[config.mk]
export PLATFORM = sky130hd
export DESIGN_NAME = tiu_top
export DESIGN_NICKNAME = d
export VERILOG_FILES = /design/src/hdl/tx_mac_pkg.sv /design/src/hdl/channel_access.sv /design/src/hdl/fcs_crc8.sv /design/src/hdl/frame_buffer.sv /design/src/hdl/tiu_fsm.sv /design/src/hdl/tiu_top.sv
export VERILOG_INCLUDE_DIRS = /design/src /design/src/include
export SDC_FILE = /design/constraint.sdc
export NUM_CORES = 1
export LEC_CHECK = 0
export BUFFER_PORTS_ARGS = -buffer_cell sky130_fd_sc_hd__buf_2
export CAP_MARGIN = 25
export CORE_UTILIZATION = 62
export CTS_CLUSTER_DIAMETER = 100
export DETAILED_ROUTE_END_ITERATION = 10
export GPL_ROUTABILITY_DRIVEN = 0
export PLACE_DENSITY_LB_ADDON = 0.3
export SETUP_SLACK_MARGIN = 0.05
export SYNTH_ARGS = -nofsm -noshare
export SYNTH_HDL_FRONTEND = slang
export SYNTH_SLANG_ARGS = --single-unit
[constraint.sdc]
create_clock -name clk -period 10.1 [get_ports clk]
set_input_delay 0.505 -clock clk [delete_from_list [all_inputs] [get_ports clk]]
set_output_delay 0.505 -clock clk [all_outputs]
set_load 0.01 [all_outputs]
[src/include/tx_mac_cfg.svh]
`ifndef TX_MAC_CFG_SVH
`define TX_MAC_CFG_SVH

// Frame layout constants.
`define TX_PREAMBLE_LEN   2
`define TX_PREAMBLE_BYTE  8'h55
`define TX_SFD_BYTE       8'hD0
`define TX_MAX_DATA       16

// 32 entries hold the largest frame of 23 bytes.
`define TX_BUF_AW         5

// Channel access timing, all in clock cycles.
`define TX_DIFS_CYCLES    16
`define TX_SLOT_CYCLES    4
`define TX_CW_MASK        15

// Acknowledgement window and retry limit.
`define TX_ACK_TIMEOUT    64
`define TX_MAX_ATTEMPTS   3

// CRC-8, MSB first, no reflection.
`define TX_CRC_POLY       8'h07
`define TX_CRC_INIT       8'h00

`endif

[src/hdl/tx_mac_pkg.sv]
`include "tx_mac_cfg.svh"

package tx_mac_pkg;

    ////////////////////////////////////////////////////////////
    // Basic vector types
    ////////////////////////////////////////////////////////////

    typedef logic [7:0] byte_t;

    typedef logic [`TX_BUF_AW-1:0] buf_addr_t;

    // Wraps on overflow.
    typedef logic [7:0] err_cnt_t;

    // Only the value 1 asks for an acknowledgement.
    typedef logic [7:0] frame_type_t;

    ////////////////////////////////////////////////////////////
    // Grouped signals
    ////////////////////////////////////////////////////////////

    // Frame description captured when a frame starts.
    typedef struct packed {
        byte_t       dest;
        frame_type_t ftype;
    } tx_req_t;

    typedef struct packed {
        logic      en;
        buf_addr_t addr;
        byte_t     data;
    } buf_wr_t;

endpackage

[src/hdl/channel_access.sv]
`timescale 1ns/1ps
`include "tx_mac_cfg.svh"

module channel_access (
    input  logic clk,
    input  logic rst,
    input  logic cardet,
    input  logic access_req,
    output logic access_ack
);

    localparam int DIFS_W = $clog2(`TX_DIFS_CYCLES + 1);
    localparam int SLOT_W = $clog2(`TX_SLOT_CYCLES + 1);

    typedef enum logic [1:0] {
        CA_IDLE,
        CA_DIFS,
        CA_BACKOFF,
        CA_GRANT
    } ca_state_t;

    ca_state_t         state;
    logic [7:0]        lfsr;
    logic [DIFS_W-1:0] difs_cnt;
    logic [SLOT_W-1:0] slot_cyc;
    logic [7:0]        slots;

    assign access_ack = (state == CA_GRANT);

    // x^8 + x^6 + x^5 + x^4 + 1, maximal length.
    always_ff @(posedge clk) begin
        if (rst) begin
            lfsr <= 8'hA5;
        end else begin
            lfsr <= {lfsr[6:0], lfsr[7] ^ lfsr[5] ^ lfsr[4] ^ lfsr[3]};
        end
    end

    ////////////////////////////////////////////////////////////
    // DIFS wait, slot backoff and grant
    ////////////////////////////////////////////////////////////

    always_ff @(posedge clk) begin
        if (rst) begin
            state    <= CA_IDLE;
            difs_cnt <= '0;
            slot_cyc <= '0;
            slots    <= '0;
        end else begin
            case (state)
                CA_IDLE: begin
                    difs_cnt <= '0;
                    if (access_req) begin
                        state <= CA_DIFS;
                    end
                end
                CA_DIFS: begin
                    // Any carrier restarts the clear-channel count.
                    if (cardet) begin
                        difs_cnt <= '0;
                    end else if (difs_cnt == DIFS_W'(`TX_DIFS_CYCLES - 1)) begin
                        slots    <= lfsr & 8'(`TX_CW_MASK);
                        slot_cyc <= '0;
                        state    <= CA_BACKOFF;
                    end else begin
                        difs_cnt <= difs_cnt + 1'b1;
                    end
                end
                CA_BACKOFF: begin
                    // Countdown freezes while the medium is busy.
                    if (slots == '0) begin
                        state <= CA_GRANT;
                    end else if (!cardet) begin
                        if (slot_cyc == SLOT_W'(`TX_SLOT_CYCLES - 1)) begin
                            slot_cyc <= '0;
                            slots    <= slots - 1'b1;
                        end else begin
                            slot_cyc <= slot_cyc + 1'b1;
                        end
                    end
                end
                CA_GRANT: begin
                    if (!access_req) begin
                        state <= CA_IDLE;
                    end
                end
                default: state <= CA_IDLE;
            endcase
        end
    end

endmodule

[src/hdl/fcs_crc8.sv]
`timescale 1ns/1ps
`include "tx_mac_cfg.svh"

module fcs_crc8 (
    input  logic               clk,
    input  logic               rst,
    input  logic               clr,
    input  logic               en,
    input  tx_mac_pkg::byte_t  data,
    output tx_mac_pkg::byte_t  crc
);

    // One byte folded in bit by bit, MSB first.
    function automatic tx_mac_pkg::byte_t crc_step(
        input tx_mac_pkg::byte_t cur,
        input tx_mac_pkg::byte_t din
    );
        tx_mac_pkg::byte_t c;
        c = cur ^ din;
        for (int i = 0; i < 8; i++) begin
            if (c[7]) begin
                c = (c << 1) ^ `TX_CRC_POLY;
            end else begin
                c = c << 1;
            end
        end
        return c;
    endfunction

    always_ff @(posedge clk) begin
        if (rst || clr) begin
            crc <= `TX_CRC_INIT;
        end else if (en) begin
            crc <= crc_step(crc, data);
        end
    end

endmodule

[src/hdl/frame_buffer.sv]
`timescale 1ns/1ps
`include "tx_mac_cfg.svh"

module frame_buffer (
    input  logic                   clk,
    input  tx_mac_pkg::buf_wr_t    wr,
    input  logic                   rd_en,
    input  tx_mac_pkg::buf_addr_t  rd_addr,
    output tx_mac_pkg::byte_t      rd_data
);

    localparam int DEPTH = 1 << `TX_BUF_AW;

    tx_mac_pkg::byte_t mem [DEPTH];

    ////////////////////////////////////////////////////////////
    // Write port
    ////////////////////////////////////////////////////////////

    always_ff @(posedge clk) begin
        if (wr.en) begin
            mem[wr.addr] <= wr.data;
        end
    end

    ////////////////////////////////////////////////////////////
    // Read port
    ////////////////////////////////////////////////////////////

    // The register keeps its byte between reads, which lets the
    // modulator see stable data under back-pressure.
    always_ff @(posedge clk) begin
        if (rd_en) begin
            rd_data <= mem[rd_addr];
        end
    end

endmodule

[src/hdl/tiu_fsm.sv]
`timescale 1ns/1ps
`include "tx_mac_cfg.svh"

module tiu_fsm (
    input  logic                     clk,
    input  logic                     rst,
    input  logic                     xvalid,
    input  tx_mac_pkg::byte_t        xdata,
    input  logic                     xsend,
    input  tx_mac_pkg::byte_t        dest_addr,
    input  tx_mac_pkg::frame_type_t  ftype,
    input  tx_mac_pkg::byte_t        mac,
    input  logic                     mx_rdy,
    input  logic                     ack_received,
    input  logic                     access_ack,
    input  tx_mac_pkg::byte_t        rd_data,
    input  tx_mac_pkg::byte_t        crc,
    output logic                     xrdy,
    output logic                     xbusy,
    output logic                     mx_valid,
    output tx_mac_pkg::byte_t        mx_data,
    output tx_mac_pkg::err_cnt_t     xerrcnt,
    output tx_mac_pkg::buf_wr_t      buf_wr,
    output logic                     rd_en,
    output tx_mac_pkg::buf_addr_t    rd_addr,
    output logic                     crc_clr,
    output logic                     crc_en,
    output logic                     access_req
);

    localparam int WD_W = $clog2(`TX_ACK_TIMEOUT);
    localparam int AT_W = $clog2(`TX_MAX_ATTEMPTS) + 1;

    localparam tx_mac_pkg::buf_addr_t PRE_LAST  = tx_mac_pkg::buf_addr_t'(`TX_PREAMBLE_LEN - 1);
    localparam tx_mac_pkg::buf_addr_t HDR_LAST  = tx_mac_pkg::buf_addr_t'(2);
    localparam tx_mac_pkg::buf_addr_t DATA_LAST = tx_mac_pkg::buf_addr_t'(`TX_MAX_DATA - 1);

    typedef enum logic [3:0] {
        IDLE,
        LOAD_PREAMBLE,
        LOAD_SFD,
        LOAD_HDR,
        LOAD_DATA,
        LOAD_FCS,
        ACCESS,
        RELEASE,
        TRANSMIT,
        ACK_WAIT
    } state_t;

    state_t state;
    state_t next;

    tx_mac_pkg::tx_req_t   req;
    tx_mac_pkg::buf_addr_t wr_addr;
    tx_mac_pkg::buf_addr_t end_addr;
    tx_mac_pkg::buf_addr_t cnt;
    tx_mac_pkg::buf_addr_t rd_ptr;
    logic [WD_W-1:0]       wdog;
    logic [AT_W-1:0]       attempts;
    logic                  fetch;

    logic mx_accept;
    logic last_byte;
    logic ack_req;
    logic wd_done;
    logic last_attempt;

    assign mx_accept    = mx_valid && mx_rdy;
    assign last_byte    = (rd_ptr == end_addr);
    assign ack_req      = (req.ftype == tx_mac_pkg::frame_type_t'(1));
    assign wd_done      = (wdog == WD_W'(`TX_ACK_TIMEOUT - 1));
    assign last_attempt = (attempts == AT_W'(`TX_MAX_ATTEMPTS - 1));

    // The read register holds the byte, so it feeds the modulator directly.
    assign mx_data    = rd_data;
    assign xbusy      = (state != IDLE);
    assign access_req = (state == ACCESS);

    ////////////////////////////////////////////////////////////
    // Next state and per-cycle controls
    ////////////////////////////////////////////////////////////

    always_comb begin
        next        = state;
        xrdy        = 1'b0;
        buf_wr.en   = 1'b0;
        buf_wr.addr = wr_addr;
        buf_wr.data = xdata;
        crc_clr     = 1'b0;
        crc_en      = 1'b0;
        rd_en       = 1'b0;
        rd_addr     = rd_ptr + 1'b1;

        case (state)
            IDLE: begin
                if (xvalid) begin
                    crc_clr = 1'b1;
                    next    = LOAD_PREAMBLE;
                end
            end
            LOAD_PREAMBLE: begin
                buf_wr.en   = 1'b1;
                buf_wr.data = `TX_PREAMBLE_BYTE;
                if (cnt == PRE_LAST) begin
                    next = LOAD_SFD;
                end
            end
            LOAD_SFD: begin
                buf_wr.en   = 1'b1;
                buf_wr.data = `TX_SFD_BYTE;
                next        = LOAD_HDR;
            end
            LOAD_HDR: begin
                // Destination, own address and type, all covered by the FCS.
                buf_wr.en = 1'b1;
                crc_en    = 1'b1;
                case (cnt)
                    '0:      buf_wr.data = req.dest;
                    'd1:     buf_wr.data = mac;
                    default: buf_wr.data = req.ftype;
                endcase
                if (cnt == HDR_LAST) begin
                    next = LOAD_DATA;
                end
            end
            LOAD_DATA: begin
                xrdy      = 1'b1;
                buf_wr.en = xvalid;
                crc_en    = xvalid;
                if (xvalid && (xsend || cnt == DATA_LAST)) begin
                    next = LOAD_FCS;
                end
            end
            LOAD_FCS: begin
                buf_wr.en   = 1'b1;
                buf_wr.data = crc;
                next        = ACCESS;
            end
            ACCESS: begin
                if (access_ack) begin
                    next = RELEASE;
                end
            end
            RELEASE: begin
                // Start fetching byte 0 once the handshake has fully closed.
                if (!access_ack) begin
                    rd_en   = 1'b1;
                    rd_addr = '0;
                    next    = TRANSMIT;
                end
            end
            TRANSMIT: begin
                if (mx_accept) begin
                    if (last_byte) begin
                        next = ack_req ? ACK_WAIT : IDLE;
                    end else begin
                        rd_en = 1'b1;
                    end
                end
            end
            ACK_WAIT: begin
                if (ack_received) begin
                    next = IDLE;
                end else if (wd_done) begin
                    next = last_attempt ? IDLE : ACCESS;
                end
            end
            default: next = IDLE;
        endcase
    end

    ////////////////////////////////////////////////////////////
    // Control registers
    ////////////////////////////////////////////////////////////

    always_ff @(posedge clk) begin
        if (rst) begin
            state    <= IDLE;
            wr_addr  <= '0;
            cnt      <= '0;
            rd_ptr   <= '0;
            wdog     <= '0;
            attempts <= '0;
            fetch    <= 1'b0;
            mx_valid <= 1'b0;
            xerrcnt  <= '0;
        end else begin
            state <= next;
            fetch <= rd_en;

            if (state == IDLE) begin
                wr_addr <= '0;
            end else if (buf_wr.en) begin
                wr_addr <= wr_addr + 1'b1;
            end

            // Field counter restarts on every state change.
            if (next != state) begin
                cnt <= '0;
            end else if (buf_wr.en) begin
                cnt <= cnt + 1'b1;
            end

            if (state == RELEASE) begin
                rd_ptr <= '0;
            end else if (rd_en) begin
                rd_ptr <= rd_ptr + 1'b1;
            end

            // Valid rises the cycle after read data has landed.
            if (fetch) begin
                mx_valid <= 1'b1;
            end else if (mx_accept) begin
                mx_valid <= 1'b0;
            end

            if (state == ACK_WAIT) begin
                wdog <= wdog + 1'b1;
            end else begin
                wdog <= '0;
            end

            if (state == IDLE) begin
                attempts <= '0;
            end else if (state == ACK_WAIT && !ack_received && wd_done) begin
                attempts <= attempts + 1'b1;
                if (last_attempt) begin
                    xerrcnt <= xerrcnt + 1'b1;
                end
            end
        end
    end

    // The frame description is taken at frame start, the end address at the FCS write.
    always_ff @(posedge clk) begin
        if (state == IDLE && xvalid) begin
            req.dest  <= dest_addr;
            req.ftype <= ftype;
        end
        if (state == LOAD_FCS) begin
            end_addr <= wr_addr;
        end
    end

endmodule

[src/hdl/tiu_top.sv]
`timescale 1ns/1ps
`include "tx_mac_cfg.svh"

module tiu_top (
    input  logic                     clk,
    input  logic                     rst,
    input  logic                     xvalid,
    input  tx_mac_pkg::byte_t        xdata,
    input  logic                     xsend,
    input  tx_mac_pkg::byte_t        dest_addr,
    input  tx_mac_pkg::frame_type_t  ftype,
    input  tx_mac_pkg::byte_t        mac,
    input  logic                     cardet,
    input  logic                     ack_received,
    input  logic                     mx_rdy,
    output logic                     xrdy,
    output logic                     xbusy,
    output logic                     mx_valid,
    output tx_mac_pkg::byte_t        mx_data,
    output tx_mac_pkg::err_cnt_t     xerrcnt
);

    tx_mac_pkg::buf_wr_t   buf_wr;
    tx_mac_pkg::buf_addr_t rd_addr;
    tx_mac_pkg::byte_t     rd_data;
    tx_mac_pkg::byte_t     crc;
    logic                  rd_en;
    logic                  crc_clr;
    logic                  crc_en;
    logic                  access_req;
    logic                  access_ack;

    tiu_fsm tiu_fsm_inst (
        .clk          (clk),
        .rst          (rst),
        .xvalid       (xvalid),
        .xdata        (xdata),
        .xsend        (xsend),
        .dest_addr    (dest_addr),
        .ftype        (ftype),
        .mac          (mac),
        .mx_rdy       (mx_rdy),
        .ack_received (ack_received),
        .access_ack   (access_ack),
        .rd_data      (rd_data),
        .crc          (crc),
        .xrdy         (xrdy),
        .xbusy        (xbusy),
        .mx_valid     (mx_valid),
        .mx_data      (mx_data),
        .xerrcnt      (xerrcnt),
        .buf_wr       (buf_wr),
        .rd_en        (rd_en),
        .rd_addr      (rd_addr),
        .crc_clr      (crc_clr),
        .crc_en       (crc_en),
        .access_req   (access_req)
    );

    frame_buffer frame_buffer_inst (
        .clk     (clk),
        .wr      (buf_wr),
        .rd_en   (rd_en),
        .rd_addr (rd_addr),
        .rd_data (rd_data)
    );

    // The CRC sees exactly the byte being written to the buffer.
    fcs_crc8 fcs_crc8_inst (
        .clk  (clk),
        .rst  (rst),
        .clr  (crc_clr),
        .en   (crc_en),
        .data (buf_wr.data),
        .crc  (crc)
    );

    channel_access channel_access_inst (
        .clk        (clk),
        .rst        (rst),
        .cardet     (cardet),
        .access_req (access_req),
        .access_ack (access_ack)
    );

endmodule

==> metrics.cfg <==
[pwr]
power_frac_comb_pct = 7.3
powerDensity_nw_per_um2 = 178
p_leak_nw = 5.86
swShare_pct = 22.1
pwr-share-seq_pct = 52.7
vdd_ir_drop_max_v = 0.000152
clockPowerShare_pct = 40.1
switching_power_w = 0.000695
internal-power_w = 0.00245

[clocking]
clkSinkCount = 357
ctsHoldBuffers = 0
clk_latency_ns = 0.52
clkTransAtPathRegs_ns = 0.06
htreeDepth = 2
cts.repair.resized = 0
ctsLongestPathBuffers = 3
cts_buffers = 35
cts_tree = done
cts_root_buffer = clkbuf_16
post-cts-setup-buffer-count = 0

[critical_path]
reg2reg_from = tiu_fsm_inst.state[1]$_SDFF_PP0_
worstPathArrival_ns = 4.22
rrSetupSlack_ns = 6.13
r2r_end = frame_buffer_inst.rd_data[4]$_DFFE_PP_
cp_num_cells = 7
path_class = flip-flop to flip-flop
cpPeakStageDelay_ns = 0.83
cp_top_family = simple AND/OR/NAND/NOR gates
crit_path_start = tiu_fsm_inst.state[1]$_SDFF_PP0_
slowest_stage = dfxtp_1
endpoint_kind = flip-flop
path_buf_inv = 0
start_kind = flip-flop
crit_fanout = 64
crit_chain = nand2_1 > or3_1 > nand2b_4 > mux2_2 > o211ai_1 > o21ai_0 > mux4_2
reg2reg_depth = 7
required_ns = 10.35

[timing]
slew_headroom_pct = 31.8
slew_violations = 0
fin_crit_ns = 3.97
fin_setup_tns_ns = 0
finalCritPeriodShare_pct = 39.3
max_freq_ghz = 0.252
fin_worst_skew_ns = 0.0205
finalSetupViolCount = 0
rsz0062_at_grt = false
tightest_slew_ns = 1.02
hold_viol_final = 0

[logic_synthesis]
synth-seq-area-share_pct = 62.9
async_reset_ff_share_pct = 0
syn-instance-count = 1298
yosys-top-cells-count = edfxtp_1 (285), nor2_1 (172), nand2_1 (74)
ys_types = 75
yosysTopAreaCellShare_pct = 53.8
synth.area.top_cells = edfxtp_1 (54%), dfxtp_1 (9.1%), nor2_1 (4.1%)
synth_seq_cells = 357
syn-num-nets = 1359
synth.most_common_cell = edfxtp_1
syn_area_sq_um = 15900
yosysWarnings = 0
synth_top_area_cell = edfxtp_1
syn_area_per_cell_sq_um = 12.3
synth_enable_flop_cells = 285
synth_ff_type = edfxtp_1

[min_path]
min_path_cells = 1
hp-start = dest_addr[4]
min_path_type = primary input to flip-flop
hold_path_end = tiu_fsm_inst.req[12]$_DFFE_PP_

[global_route]
grt_pass1_vias = 9697
grt_antenna_before_repair = 0
grt_max_degree = 103
grt.total_usage_pct = 25.5
grt_pass1_wl_mm = 51.5
grt_overflow = 0

[flow_run]
max_cap_violations = 0

[layout]
drive_above_1_share_pct = 14.0
seq_area_sq_um = 10000
syn2layout_area_growth_pct = 10.8
stdcell_count = 1684
fillers = 1704
finalNetCount = 1390
multiInputGateArea_sq_um = 5520
n_antenna_cell = 0

[place]
dp_hpwl_mm = 20.5
numPortBuffers = 57
dp.cells = 1619

[route]
drc_errors = 0
wl_per_cell_microns = 19.7
drt_iter0_drc = 801
viasPerCell = 6.11
ant_nets = 0
drt_wl_total_mm = 33.1
vias = 10287
drt_first_pass_iters = 5

[floorplanning]
die_h_microns = 162
rows = 58
die-area_sq_um = 26300
die_x_microns = 162
initial_core_util_pct = 63.1
boundaryPins = 58
design.core.area_sq_um = 25200

[outcome]
status = complete, no violations

-- worst max-delay path by stage --
| stage | end | slack, ns |
|---|---|---|
| 2_1_floorplan | fcs_crc8_inst.crc[6]$_SDFFE_PP0P_ | 6.77 |
| 3_3_place_gp | frame_buffer_inst.rd_data[5]$_DFFE_PP_ | 6.32 |
| 3_5_place_dp | frame_buffer_inst.rd_data[4]$_DFFE_PP_ | 6.19 |
| 4_1_cts | frame_buffer_inst.rd_data[4]$_DFFE_PP_ | 6.17 |
| 5_1_grt | frame_buffer_inst.rd_data[0]$_DFFE_PP_ | 5.85 |
| 6_report | frame_buffer_inst.rd_data[4]$_DFFE_PP_ | 6.13 |
-- cell families (layout without fill, tap and decap cells) --
group                      count (synthesis)  count (layout)  share of synthesized area [%]
muxes                                     79              79                           5.89
buffers and inverters                    100             156                           2.66
AOI/OAI and AO/OA                        290             290                           12.1
and+or+nand+nor                          403             403                           12.0
DFF                                      357             357                           62.9
adders and majority gates                 22              22                           1.73
xor gates and xnor gates                  47              47                           2.68
-- power groups by stage --
stage,Combinational [W],Clock (W),Sequential (W)
6_report,0.000228,0.00126,0.00165
4_1_cts,0.000218,0.00128,0.00165
3_5_place_dp,0.000216,0,0.00169
5_1_grt,0.000251,0.00133,0.00166
3_3_place_gp,0.000208,0,0.00168
2_1_floorplan,0.000156,0,0.00168
-- routing by layer --
| layer | vias up | global-route usage, % | part of all wire, % |
|---|---|---|---|
| li1 | 4891 | - | - |
| met1 | 5042 | 33.0 | 42 |
| met2 | 301 | 44.6 | 50 |
| met3 | 53 | 3.40 | 5.2 |
| met4 | 0 | 8.45 | 2.5 |
| met5 | - | 0 | 0 |
-- registers in the layout (all words and copies together), names as in the netlist, 6 cells and up --
name                       cells
frame_buffer_inst.mem        256
tiu_fsm_inst.req              16
channel_access_inst.lfsr       8
channel_access_inst.slots      8
fcs_crc8_inst.crc              8
frame_buffer_inst.rd_data      8
tiu_fsm_inst.xerrcnt           8
tiu_fsm_inst.wdog              6
-- cells in the final DEF (no fill, tap or decap), types with 32 or more instances in the layout --
cell,instances
edfxtp_1,285
nor2_1,171
nand2_1,73
dfxtp_1,71
o21ai_0,68
a21oi_1,62
buf_2,57
nand2b_1,47
o211ai_1,39
mux2i_1,38
clkbuf_16,35
o311ai_0,32
mux2_2,32
-- area by class of cell --
cell class | count | area share [%]
Multi-Input combinational cell | 841 | 31.4
Inverter | 24 | 0.511
Clock inverter | 18 | 1.09
Clock buffer | 44 | 5.22
Tap cell | 330 | 2.34
Sequential cell | 357 | 56.8
Timing Repair Buffer | 70 | 2.67
-- through the flow --
step           utilization, %  setup slack (ns)  total power [W]  area (sq um)  hold slack, ns
6_report                 69.9              6.13          0.00314         17600           0.166
5_1_grt                  69.9              5.85          0.00323         17600           0.149
4_1_cts                  69.6              6.17          0.00315         17500           0.147
3_5_place_dp             65.2              6.19          0.00190         16400           0.403
3_3_place_gp             65.0              6.32          0.00189         16400           0.394
2_1_floorplan               -              6.77          0.00183         15900           0.389
Note: power is estimated with default switching activity, not from simulation.
